===== config.mk =====
export PLATFORM = sky130hd
export DESIGN_NAME = fetch_front
export DESIGN_NICKNAME = d
export VERILOG_FILES = /design/src/verilog/fetch_pkg.sv /design/src/verilog/fetch_bus_if.sv /design/src/verilog/fetch_front.sv /design/src/verilog/fetch_queue.sv /design/src/verilog/fetch_unit.sv /design/src/verilog/issue_splitter.sv
export SDC_FILE = /design/constraint.sdc
export NUM_CORES = 1
export LEC_CHECK = 0
export ABC_CLOCK_PERIOD_IN_PS = 12750
export BUFFER_PORTS_ARGS = -buffer_cell sky130_fd_sc_hd__buf_2
export CAP_MARGIN = 15
export CELL_PAD_IN_SITES_DETAIL_PLACEMENT = 0
export CELL_PAD_IN_SITES_GLOBAL_PLACEMENT = 2
export CORE_ASPECT_RATIO = 0.9
export CORE_MARGIN = 5
export CORE_UTILIZATION = 44
export CTS_CLUSTER_DIAMETER = 150
export DETAILED_ROUTE_END_ITERATION = 10
export GPL_ROUTABILITY_DRIVEN = 0
export PLACE_DENSITY_LB_ADDON = 0.1
export SETUP_SLACK_MARGIN = 0.2
export SYNTH_ARGS = -nofsm -noshare
export SYNTH_HDL_FRONTEND = slang
export SYNTH_HIERARCHICAL = 1
export SYNTH_SLANG_ARGS = --single-unit

===== constraint.sdc =====
create_clock -name clock -period 12.75 [get_ports clock]
set_clock_uncertainty 0.15 [all_clocks]
set_input_delay 1.275 -clock clock [delete_from_list [all_inputs] [get_ports clock]]
set_output_delay 1.275 -clock clock [all_outputs]
set_load 0.05 [all_outputs]

===== src/verilog/fetch_pkg.sv =====
package fetch_pkg;

  // ------------------------------
  // widths.
  // ------------------------------
  localparam int addr_width = 32;
  localparam int packet_width = 64;
  localparam int instr_width = 32;

  // first fetch address out of reset.
  localparam logic [addr_width-1:0] reset_vector = 32'h8000_0000;

  // ------------------------------
  // fetch queue sizing.
  // ------------------------------
  localparam int queue_depth = 4; // power of two, pointers wrap.
  localparam int queue_ptr_width = $clog2(queue_depth);
  localparam logic [queue_ptr_width:0] queue_count_full = (queue_ptr_width + 1)'(queue_depth);
  localparam logic [queue_ptr_width:0] queue_count_last =
    (queue_ptr_width + 1)'(queue_depth - 1);

  // fetch FSM.
  typedef enum logic [1:0] {
    idle = 2'd0,
    busy = 2'd1,
    ctrl = 2'd2, // stale response in flight.
    inv  = 2'd3  // waiting on invalidate.
  } fetch_state_t;

  // what the splitter reports per instruction.
  typedef enum logic [2:0] {
    kind_other  = 3'd0,
    kind_branch = 3'd1,
    kind_jal    = 3'd2,
    kind_jalr   = 3'd3,
    kind_fence  = 3'd4
  } instr_kind_t;

  // major opcodes, bits 6:0.
  typedef enum logic [6:0] {
    branch   = 7'b1100011,
    jal      = 7'b1101111,
    jalr     = 7'b1100111,
    misc_mem = 7'b0001111
  } opcode_t;

endpackage


===== src/verilog/fetch_bus_if.sv =====
`timescale 1ns/1ps

// packet strobe bus, no handshake.
interface fetch_bus_if import fetch_pkg::*; ();

  logic valid;
  logic [addr_width-1:0] pc;
  logic [packet_width-1:0] rdata;
  logic flush; // empties everything downstream.
  logic hold;  // no valid while high.

  modport producer (
    output valid,
    output pc,
    output rdata,
    output flush,
    input hold
  );

  modport consumer (
    input valid,
    input pc,
    input rdata,
    input flush,
    output hold
  );

endinterface


===== src/verilog/fetch_front.sv =====
`timescale 1ns/1ps

module fetch_front import fetch_pkg::*; (
  input logic clock,
  input logic reset,
  input logic trap,
  input logic [addr_width-1:0] mtvec,
  input logic mret,
  input logic [addr_width-1:0] mepc,
  input logic mispredict,
  input logic [addr_width-1:0] miss_addr,
  input logic fence_req,
  input logic [addr_width-1:0] fence_addr,
  input logic pred_taken,
  input logic [addr_width-1:0] pred_addr,
  output logic imem_valid,
  output logic [addr_width-1:0] imem_addr,
  output logic imem_fence,
  output logic imem_spec,
  input logic imem_ready,
  input logic [packet_width-1:0] imem_rdata,
  input logic issue_hold,
  output logic issue_valid,
  output logic [addr_width-1:0] issue_pc,
  output logic [instr_width-1:0] issue_instr,
  output instr_kind_t issue_kind
);

  fetch_bus_if bus_fq ();
  fetch_bus_if bus_qs ();

  fetch_unit i_fetch_unit (
    .clock      (clock),
    .reset      (reset),
    .trap       (trap),
    .mret       (mret),
    .mispredict (mispredict),
    .fence_req  (fence_req),
    .pred_taken (pred_taken),
    .mtvec      (mtvec),
    .mepc       (mepc),
    .miss_addr  (miss_addr),
    .fence_addr (fence_addr),
    .pred_addr  (pred_addr),
    .imem_ready (imem_ready),
    .imem_rdata (imem_rdata),
    .imem_valid (imem_valid),
    .imem_fence (imem_fence),
    .imem_spec  (imem_spec),
    .imem_addr  (imem_addr),
    .bus        (bus_fq.producer)
  );

  fetch_queue i_fetch_queue (
    .clock    (clock),
    .reset    (reset),
    .push_bus (bus_fq.consumer),
    .pop_bus  (bus_qs.producer)
  );

  issue_splitter i_issue_splitter (
    .clock       (clock),
    .reset       (reset),
    .bus         (bus_qs.consumer),
    .issue_hold  (issue_hold),
    .issue_valid (issue_valid),
    .issue_pc    (issue_pc),
    .issue_instr (issue_instr),
    .issue_kind  (issue_kind)
  );

endmodule


===== src/verilog/fetch_queue.sv =====
`timescale 1ns/1ps

module fetch_queue import fetch_pkg::*; (
  input logic clock,
  input logic reset,
  fetch_bus_if.consumer push_bus,
  fetch_bus_if.producer pop_bus
);

  logic [addr_width-1:0] pc_mem [queue_depth];
  logic [packet_width-1:0] data_mem [queue_depth];
  logic [queue_ptr_width-1:0] wr_ptr;
  logic [queue_ptr_width-1:0] rd_ptr;
  logic [queue_ptr_width-1:0] wr_idx;
  logic [queue_ptr_width:0] count;
  logic empty;
  logic full;
  logic push;
  logic pop;

  always_comb begin
    empty = (count == '0);
    full = (count == queue_count_full);
    push = push_bus.valid;
    pop = !empty && !pop_bus.hold && !push_bus.flush; // flushed entries never leave.
    wr_idx = push_bus.flush ? '0 : wr_ptr; // push with flush starts a new stream.
  end

  // last slot goes to the packet arriving now.
  assign push_bus.hold = full || (count == queue_count_last && push);

  assign pop_bus.valid = pop;
  assign pop_bus.pc = pc_mem[rd_ptr];
  assign pop_bus.rdata = data_mem[rd_ptr];
  assign pop_bus.flush = push_bus.flush;

  // ------------------------------
  // storage.
  // ------------------------------
  always_ff @(posedge clock) begin
    if (push) begin
      pc_mem[wr_idx] <= push_bus.pc;
      data_mem[wr_idx] <= push_bus.rdata;
    end
  end

  // ------------------------------
  // pointers.
  // ------------------------------
  always_ff @(posedge clock) begin
    if (!reset) begin
      wr_ptr <= '0;
      rd_ptr <= '0;
      count <= '0;
    end else if (push_bus.flush) begin
      rd_ptr <= '0;
      wr_ptr <= push ? queue_ptr_width'(1) : '0;
      count <= push ? (queue_ptr_width + 1)'(1) : '0;
    end else begin
      if (push) begin
        wr_ptr <= wr_ptr + queue_ptr_width'(1);
      end
      if (pop) begin
        rd_ptr <= rd_ptr + queue_ptr_width'(1);
      end
      case ({push, pop})
        2'b10: count <= count + (queue_ptr_width + 1)'(1);
        2'b01: count <= count - (queue_ptr_width + 1)'(1);
        default: count <= count;
      endcase
    end
  end

  // fetch must respect hold.
  a_no_push_full: assert property (
    @(posedge clock) disable iff (!reset)
    push && !push_bus.flush |-> !full
  );

  // pointers agree with the count when popping.
  a_no_pop_empty: assert property (
    @(posedge clock) disable iff (!reset)
    pop |-> (wr_ptr != rd_ptr) || full
  );

endmodule


===== src/verilog/fetch_unit.sv =====
`timescale 1ns/1ps

module fetch_unit import fetch_pkg::*; (
  input logic clock,
  input logic reset,
  input logic trap,
  input logic mret,
  input logic mispredict,
  input logic fence_req,
  input logic pred_taken,
  input logic [addr_width-1:0] mtvec,
  input logic [addr_width-1:0] mepc,
  input logic [addr_width-1:0] miss_addr,
  input logic [addr_width-1:0] fence_addr,
  input logic [addr_width-1:0] pred_addr,
  input logic imem_ready,
  input logic [packet_width-1:0] imem_rdata,
  output logic imem_valid,
  output logic imem_fence,
  output logic imem_spec,
  output logic [addr_width-1:0] imem_addr,
  fetch_bus_if.producer bus
);

  fetch_state_t state_q;
  fetch_state_t state_next;
  logic [addr_width-1:0] pc_q; // address of outstanding or next request.
  logic [addr_width-1:0] pc_next;
  logic req_q; // data response still due.
  logic req_next;
  logic redirect;
  logic fence;
  logic resp;
  logic stall;
  logic issue;
  logic forward;

  // ------------------------------
  // next pc.
  // ------------------------------
  always_comb begin
    redirect = trap | mret | mispredict | fence_req | pred_taken;
    resp = req_q && imem_ready;
    stall = (state_q != busy) || !resp;

    fence = 1'b0;
    pc_next = pc_q;
    if (trap) begin
      pc_next = mtvec;
    end else if (mret) begin
      pc_next = mepc;
    end else if (mispredict) begin
      pc_next = miss_addr;
    end else if (fence_req) begin
      fence = 1'b1;
      pc_next = fence_addr;
    end else if (pred_taken) begin
      pc_next = pred_addr;
    end else if (!stall) begin
      pc_next = pc_q + addr_width'(8); // next packet.
    end
  end

  // ------------------------------
  // fetch FSM.
  // ------------------------------
  always_comb begin
    state_next = state_q;
    issue = 1'b0;
    forward = 1'b0;

    case (state_q)
      idle: begin
        if (fence) begin
          state_next = inv;
        end else begin
          state_next = busy;
          issue = !bus.hold;
        end
      end
      busy: begin
        forward = resp && !redirect; // old stream packet is dropped.
        if (fence) begin
          state_next = inv;
        end else if (redirect && req_q && !imem_ready) begin
          state_next = ctrl;
        end else begin
          // nothing in flight after this cycle.
          issue = !bus.hold && (resp || !req_q);
        end
      end
      ctrl: begin
        if (fence) begin
          state_next = inv;
        end else if (imem_ready) begin
          state_next = busy; // stale packet discarded here.
          issue = !bus.hold;
        end
      end
      inv: begin
        // a pending data response comes back before the invalidate ack.
        if (imem_ready && !req_q) begin
          state_next = busy;
          issue = !bus.hold;
        end
      end
      default: begin
        state_next = idle;
      end
    endcase

    req_next = issue || (req_q && !imem_ready);
  end

  assign imem_valid = issue;
  assign imem_addr = pc_next;
  assign imem_spec = redirect;
  assign imem_fence = fence && (state_q != inv);

  assign bus.valid = forward;
  assign bus.pc = pc_q;
  assign bus.rdata = imem_rdata;
  assign bus.flush = redirect;

  always_ff @(posedge clock) begin
    if (!reset) begin
      state_q <= idle;
      pc_q <= reset_vector;
      req_q <= 1'b0;
    end else begin
      state_q <= state_next;
      pc_q <= pc_next;
      req_q <= req_next;
    end
  end

  // at most one data request outstanding.
  a_one_outstanding: assert property (
    @(posedge clock) disable iff (!reset)
    imem_valid |-> !req_q || imem_ready
  );

  // idle only in the first cycle out of reset.
  a_idle_once: assert property (
    @(posedge clock) disable iff (!reset)
    $past(reset) |-> state_q != idle
  );

endmodule


===== src/verilog/issue_splitter.sv =====
`timescale 1ns/1ps

module issue_splitter import fetch_pkg::*; (
  input logic clock,
  input logic reset,
  fetch_bus_if.consumer bus,
  input logic issue_hold,
  output logic issue_valid,
  output logic [addr_width-1:0] issue_pc,
  output logic [instr_width-1:0] issue_instr,
  output instr_kind_t issue_kind
);

  logic full_q; // packet latched.
  logic slot_q; // 0 low word, 1 high word.
  logic advance;
  logic [addr_width-1:0] pc_q;
  logic [packet_width-1:0] data_q;

  function automatic instr_kind_t classify(input logic [instr_width-1:0] word);
    instr_kind_t kind;
    case (word[6:0])
      branch: kind = kind_branch;
      jal: kind = kind_jal;
      jalr: kind = kind_jalr;
      misc_mem: kind = kind_fence;
      default: kind = kind_other;
    endcase
    return kind;
  endfunction

  always_comb begin
    advance = full_q && !issue_hold && !bus.flush;
    issue_valid = advance;
    issue_pc = slot_q ? pc_q + addr_width'(4) : pc_q;
    issue_instr = slot_q ? data_q[packet_width-1:instr_width] : data_q[instr_width-1:0];
    issue_kind = classify(issue_instr);
  end

  // free again in the cycle slot 1 goes out.
  assign bus.hold = full_q && !(slot_q && advance);

  always_ff @(posedge clock) begin
    if (!reset) begin
      full_q <= 1'b0;
      slot_q <= 1'b0;
    end else if (bus.valid) begin
      full_q <= 1'b1;
      slot_q <= 1'b0;
    end else if (bus.flush) begin
      full_q <= 1'b0; // drop half-issued packet.
      slot_q <= 1'b0;
    end else if (advance) begin
      if (slot_q) begin
        full_q <= 1'b0;
        slot_q <= 1'b0;
      end else begin
        slot_q <= 1'b1;
      end
    end
  end

  // packet payload.
  always_ff @(posedge clock) begin
    if (bus.valid) begin
      pc_q <= bus.pc;
      data_q <= bus.rdata;
    end
  end

endmodule

# [After elaboration in Yosys (flattened, before gate mapping)]
# Memory sizes are Yosys's and may differ from the RTL's. A register that Yosys moved wholly into a read port is not among the register bits.
# Cells that the tools add are included.
[word_totals] register_bits=44 mem_bits_rw=384 in_bits=233 out_inout_bits=103 word_cells=117 n_memories=2
[classes] n_addsub=6 eq_ne=16 mux=42 n_bitwise=5 n_reduce_logical=38
[memory_table] memory="i_fetch_queue.data_mem" depth=4 width=64 read_ports=1 rd_clocked_by_memory_dff=1 write_ports=1 line="fetch_queue.sv:11" rtl="logic [packet_width-1:0] data_mem [queue_depth];"
[memory_table] memory="i_fetch_queue.pc_mem" depth=4 width=32 read_ports=1 rd_clocked_by_memory_dff=1 write_ports=1 line="fetch_queue.sv:10" rtl="logic [addr_width-1:0] pc_mem [queue_depth];"
[ops] cell="$mux 32" n=8
[ops] cell="$add 32x3->32 const B" n=1
[ops] cell="$add 32x4->32 const B" n=1
[ops] cell="$eq 7x7->1 const B" n=3
[ops] cell="$mux 1" n=20
[ops] cell="$mux 2" n=9
[ops] cell="$logic_and 1x1->1" n=15
[ops] cell="$pmux 3 s4" n=1
[ops] cell="$logic_not 1->1" n=9
[ops] cell="$reduce_bool 3->1" n=3
[ops] cell="$pmux 2 s4" n=1
[ops] cell="$eq 7x4->1 const B" n=1
[ops] cell="$eq 2x2->1 const B" n=3
[ops] cell="$pmux 3 s2" n=1
[ops] cell="$add 2x1->2 const B" n=2
[ops] cell="$eq 2x1->1 const B" n=2
[ops] cell="$logic_or 1x1->1" n=4
[ops] cell="$ne 2x1->1 const B" n=2
[ops] cell="$or 1x1->1" n=4
[ops] cell="$pmux 1 s4" n=1
[ops] cell="$add 3x1->3 const B" n=1
[ops] cell="$eq 3x2->1 const B" n=1
[ops] cell="$eq 3x3->1 const B" n=1
[ops] cell="$logic_not 3->1" n=1
[ops] cell="other kinds (12)" n=12

# [Longest topological paths before layout]
[depth] word_depth=15 depth_mapped=13

# [Hierarchy]
# The synthesis kept the hierarchy.
[by_module_without_submodules] module="fetch_queue" instances=1 cells_per_inst=569 area_per_inst_um2=14346.3 seq_area_each_um2=11711.2
[by_module_without_submodules] module="issue_splitter" instances=1 cells_per_inst=247 area_per_inst_um2=4103.9 seq_area_each_um2=2922.8
[by_module_without_submodules] module="fetch_unit" instances=1 cells_per_inst=559 area_per_inst_um2=3967.6 seq_area_each_um2=700.7

# [Worst setup path after synthesis]
# Ideal clock, no wire load.
[synth_path] kind="input -> register" startpoint="input mret" endpoint="register i_issue_splitter.data_q[0] (read register of i_fetch_queue.data_mem), enable pin" arrival_time_ps=7189 setup_slack_ps=4857 path_stages=9 path_cell_list="clkbuf_1 -> nor3_1 -> nand2_1 -> buf_4 -> nor2_1 -> a21boi_0 -> or2_0 -> clkbuf_2 -> nor2_1"
[synth_between] elab_chain_len=12
[synth_rtl] item="start, declared" line="fetch_front.sv:8" rtl="input logic mret,"
[synth_rtl] item="$or 1x1->1 (4 in series)" line="fetch_unit.sv:42" rtl="redirect = trap | mret | mispredict | fence_req | pred_taken;"
[synth_rtl] item="named net bus_fq.flush" line="fetch_bus_if.sv:9" rtl="logic flush;"
[synth_rtl] item="$logic_not 1->1" line="issue_splitter.sv:33" rtl="advance = full_q && !issue_hold && !bus.flush;"
[synth_rtl] item="$logic_and 1x1->1" line="issue_splitter.sv:33"
[synth_rtl] item="$logic_and 1x1->1" line="issue_splitter.sv:41" rtl="assign bus.hold = full_q && !(slot_q && advance);"
[synth_rtl] item="$logic_not 1->1" line="issue_splitter.sv:41"
[synth_rtl] item="$logic_and 1x1->1" line="issue_splitter.sv:41"
[synth_rtl] item="named net bus_qs.hold" line="fetch_bus_if.sv:10" rtl="logic hold;"
[synth_rtl] item="$logic_not 1->1" line="fetch_queue.sv:25" rtl="pop = !empty && !pop_bus.hold && !push_bus.flush;"
[synth_rtl] item="$logic_and 1x1->1 (2 in series)" line="fetch_queue.sv:25"
[synth_rtl] item="named net bus_qs.valid" line="fetch_bus_if.sv:6" rtl="logic valid;"
[synth_rtl] item="end, declared" line="issue_splitter.sv:18" rtl="logic [packet_width-1:0] data_q;"
# The timed path passes the listed nets, and every way through them passes these cells.
# A chain may end at the register's enable or synchronous reset.

# [Worst setup path in the final report]
[layout_path] startpoint="input fence_req" endpoint="output imem_valid"
[layout_between] elab_chain_len=12 elab_cells_between_ends=22
[layout_rtl] item="start, declared" line="fetch_front.sv:12" rtl="input logic fence_req,"
[layout_rtl] item="$or 1x1->1 * (2 in series)" line="fetch_unit.sv:42"
[layout_rtl] item="$logic_not 1->1 *" line="fetch_unit.sv:82" rtl="forward = resp && !redirect;"
[layout_rtl] item="$logic_and 1x1->1 *" line="fetch_unit.sv:82"
[layout_rtl] item="$mux 1 *" line="fetch_unit.sv:72" rtl="case (state_q)"
[layout_rtl] item="named net bus_fq.valid" line="fetch_bus_if.sv:6"
[layout_rtl] item="$logic_and 1x1->1 *" line="fetch_queue.sv:30" rtl="assign push_bus.hold = full || (count == queue_count_last && push);"
[layout_rtl] item="$logic_or 1x1->1 *" line="fetch_queue.sv:30"
[layout_rtl] item="named net bus_fq.hold" line="fetch_bus_if.sv:10"
[layout_rtl] item="$logic_not 1->1 *"
[layout_rtl] item="$logic_and 1x1->1" line="fetch_unit.sv:89" rtl="issue = !bus.hold && (resp || !req_q);"
[layout_rtl] item="$mux 1" line="fetch_unit.sv:85" rtl="end else if (redirect && req_q && !imem_ready) begin"
[layout_rtl] item="$mux 1" line="fetch_unit.sv:83" rtl="if (fence) begin"
[layout_rtl] item="$pmux 1 s4 *" line="fetch_unit.sv:72"
[layout_rtl] item="end, declared" line="fetch_front.sv:16" rtl="output logic imem_valid,"
# Mark *: on every way through the listed nets, which the timed path passes. The rest lies on a longest branch.

==> flow_summary.rst <==
.. list-table::
   :header-rows: 1

   * - Metric
     - Value
   * - Mean instance size in the synthesized netlist
     - 16.30 um2
   * - Total routed wirelength
     - 57.29 mm
   * - Ratio of cells with drive above 1 in the final layout
     - 35.33%
   * - Share of synthesized area occupied by flip-flops and latches
     - 68.40%
   * - Crit. End Element
     - output pin
   * - Buf/Inv on CP
     - 4
   * - Latest clock arrival within the worst-skew pair
     - 600 ps
   * - Pin count of the biggest net entering global routing
     - 78
   * - Final HPWL from detailed placement
     - 38.88 mm
   * - Cell with the most instances after synthesis
     - edfxtp_1
   * - Number of warnings printed during yosys synthesis
     - 6
   * - Time the final worst path needs with I/O delays and setup
     - 5629 ps
   * - Placed Cells
     - 2264
   * - Synthesis-stage register bit count
     - 526
   * - Normalized max-slew margin
     - 25.78%
   * - DRC
     - 0
   * - H-tree level count
     - 2
   * - Highest Clock Rate
     - 177.6 MHz
   * - MaxCap Viol Count
     - 0
   * - Final TNS setup
     - 0 ps
   * - Global-route wire length before repair
     - 85.74 mm
   * - Placeable Area
     - 50460 um2
   * - CTS clock-pin slew for the worst setup and hold paths
     - 60 ps
   * - Quantity of I/O buffers inserted on ports
     - 335
   * - Maximum fanout along the worst path
     - 40
   * - Number of cells on the worst reg-to-reg path
     - 6
   * - Setup repair after global routing missed its margin
     - no
   * - Cell Area, Synth
     - 22420 um2
   * - Number of setup violations in the final report
     - 0
   * - Measured slew at the worst slew-check pin
     - 1113 ps
   * - Synthesized instance count
     - 1375
   * - Post-synth net total
     - 1611
   * - Total number of clock tree sinks
     - 526
   * - Outcome
     - finished clean
   * - Post-synth EDFFs
     - 480
   * - Hold-fix buffers at CTS
     - 0
   * - Biggest area contributors in the synthesized netlist
     - edfxtp_1 64%, mux4_2 9.6%, dfxtp_1 4.1%
   * - Area share of the leading cell type in the synthesized netlist
     - 64.30%
   * - Critical path arrival
     - 4200 ps
   * - Final ANT Viol Nets
     - 0
   * - WL/cell
     - 24.22 um
   * - Clock root buffer master
     - clkbuf_16
   * - Max stage delay on crit path
     - 650 ps
   * - Largest buffer count on any clock path
     - 3
   * - Async S/R FF share, synth
     - 0%
   * - Critical path startpoint category
     - input pin
   * - Required time at the endpoint of the critical path
     - 11320 ps
   * - Total routing resource utilization after global routing
     - 20.40%
   * - Largest voltage drop on the vdd net
     - 0.1013 mV
   * - Slowest stage cell, crit path
     - nor2_1
   * - Cell breakdown of the critical path
     - buf_2, buf_4, nor2_1, nand2_1, nor2_1, buf_4, nand3_1, o21ai_0, a211oi_1, buf_2
   * - Layout area overhead
     - 15.71%
   * - Pre-Repair DR Iteration Count
     - 4
   * - Final Max Tran Viols
     - 0
   * - Die width
     - 247.9 um
   * - Crit Path Class
     - in -> out
   * - Non-Filler Instances
     - 2365
   * - Clock tree from TritonCTS
     - yes
   * - Die outline area
     - 55570 um2
   * - Filler cells
     - 4279
   * - Starting utilization of the core area
     - 44.43%
   * - Most numerous cell types in the synthesized netlist
     - 480 x edfxtp_1, 96 x mux4_2, 76 x buf_4
   * - Via count
     - 13.10k
   * - Top FF cell, synth
     - edfxtp_1
   * - Via density per instance
     - 5.541
   * - Final net count
     - 1876
   * - Antenna violations before repair
     - 5
   * - Count of distinct cell types in the synthesized netlist
     - 80
   * - Die Height
     - 224.1 um
   * - Hold Path Depth
     - 2
   * - Post-CTS Resized
     - 0
   * - Lkg Pwr
     - 8.659 nW
   * - Number of design-rule violations left by the first detailed-router iteration
     - 751
   * - Number of global-route vias before repair
     - 13.89k
   * - Post-CTS setup-driven buffer insertion count
     - 0
   * - Floorplan row count
     - 78
   * - Final hold viol count
     - 0
   * - Post-synthesis cell type with the largest combined area
     - edfxtp_1
   * - Top Family by Delay on Critical Path
     - simple AND/OR/NAND/NOR gates
   * - Number of primary I/O pins
     - 336
   * - Post-route fraction of the period consumed by the critical path
     - 44.15%
   * - TritonCTS Buffers
     - 54
   * - Total global routing overflow
     - 0
   * - Hold Crit Class
     - reg -> reg
   * - Number of cells on the critical path
     - 10
   * - PnR Total Power
     - 0.003578 W
   * - Power per cell area
     - 137.9 nW/um2
-- cell usage in the layout (no fill, tap or decap), types with 10 or more instances in the layout --
cell       instances
dfxtp_1           43
xnor2_1           16
nand2_1           66
nor4_1            18
edfxtp_1         480
inv_1             19
buf_4             16
clkbuf_1          13
nor3_1            22
o21ai_0           36
a211oi_1          11
nor2_1            40
a22oi_1           12
o221ai_1          10
o22ai_1           18
buf_2            335
nand3_1           30
and2_1            17
clkinv_2          11
o31a_1            10
clkinv_1          12
mux2_2            35
a21oi_1           42
xor2_1            24
nand4_1           16
clkbuf_16         54
mux4_2            96
-- where the power goes --
part,switching [W],internal [W],total (W)
Sequential,0.0000247,0.00189,0.00191
Combinational,0.000128,0.0000642,0.000193
Clock,0.000646,0.000828,0.00147
-- kinds of logic (layout without fill, tap and decap cells) --
| kind of cell | after synthesis | after routing | share of synthesized area [%] |
|---|---|---|---|
| compound gates | 220 | 220 | 6.793 |
| xor+xnor | 40 | 40 | 1.563 |
| fa+ha+maj | 3 | 3 | 0.2009 |
| buf+inv | 162 | 471 | 4.141 |
| flops | 526 | 526 | 68.40 |
| mux | 137 | 137 | 11.67 |
| other cells | 0 | 1 | 0 |
| simple gates | 287 | 287 | 7.228 |
-- per-layer routing --
| metal | GRT usage, % | vias up | part of all wire (%) |
|---|---|---|---|
| met5 | 0 | - | 0.040 |
| met4 | 6.156 | 4 | 2.9 |
| met3 | 4.760 | 91 | 6.0 |
| met2 | 34.15 | 438 | 49 |
| met1 | 26.77 | 6580 | 42 |
| li1 | - | 5991 | - |
-- state kept, by name, summed over array words and instances (netlist names), 3 cells and up, named ones only --
name                     flops
i_fetch_queue/data_mem     256
i_fetch_queue/pc_mem       128
i_fetch_unit/bus.pc         32
i_issue_splitter/data_q     64
i_fetch_queue/count          3
i_issue_splitter/pc_q       32
-- metrics by stage --
step	hold slack, ps	instance area, um2	setup slack, ps	utilization, %
final	325.0	25940	7121	51.41
after global routing	361.1	25940	6980	51.41
after CTS	327.6	25940	7128	51.41
after detailed placement	316.9	24250	6672	48.07
after global placement	321.2	24250	6777	48.07
after floorplan	302.9	22420	4857	-
-- layout make-up --
cell class	instances	area [um2]	share of cell area [%]
flip-flops and latches	526	15340	59.15
clock buffers	67	1400	5.397
well taps	680	850.8	3.280
diodes	1	2.502	0.009647
multi-input cells	687	6186	23.85
repair buffers	351	1797	6.926
inverters	20	75.07	0.2894
clock inverters	33	285.3	1.100
-- worst min-delay path, stage by stage, from the launching register on --
cell and delay, ps:
dfxtp_1 310, o31ai_1 60, a21oi_1 70
-- path summary, 6_finish.rpt --
kind	end	slack, ps	startpoint
worst max register to register	i_fetch_queue/data_mem[1][63]	9090	i_fetch_unit/state_q[0]
worst min register to register	flop	330	i_fetch_queue/rd_ptr[1]
worst min-delay path	flop	330	i_fetch_queue/rd_ptr[1]
worst max-delay path	imem_valid	7120	fence_req
(Power assumes the default switching activity.)
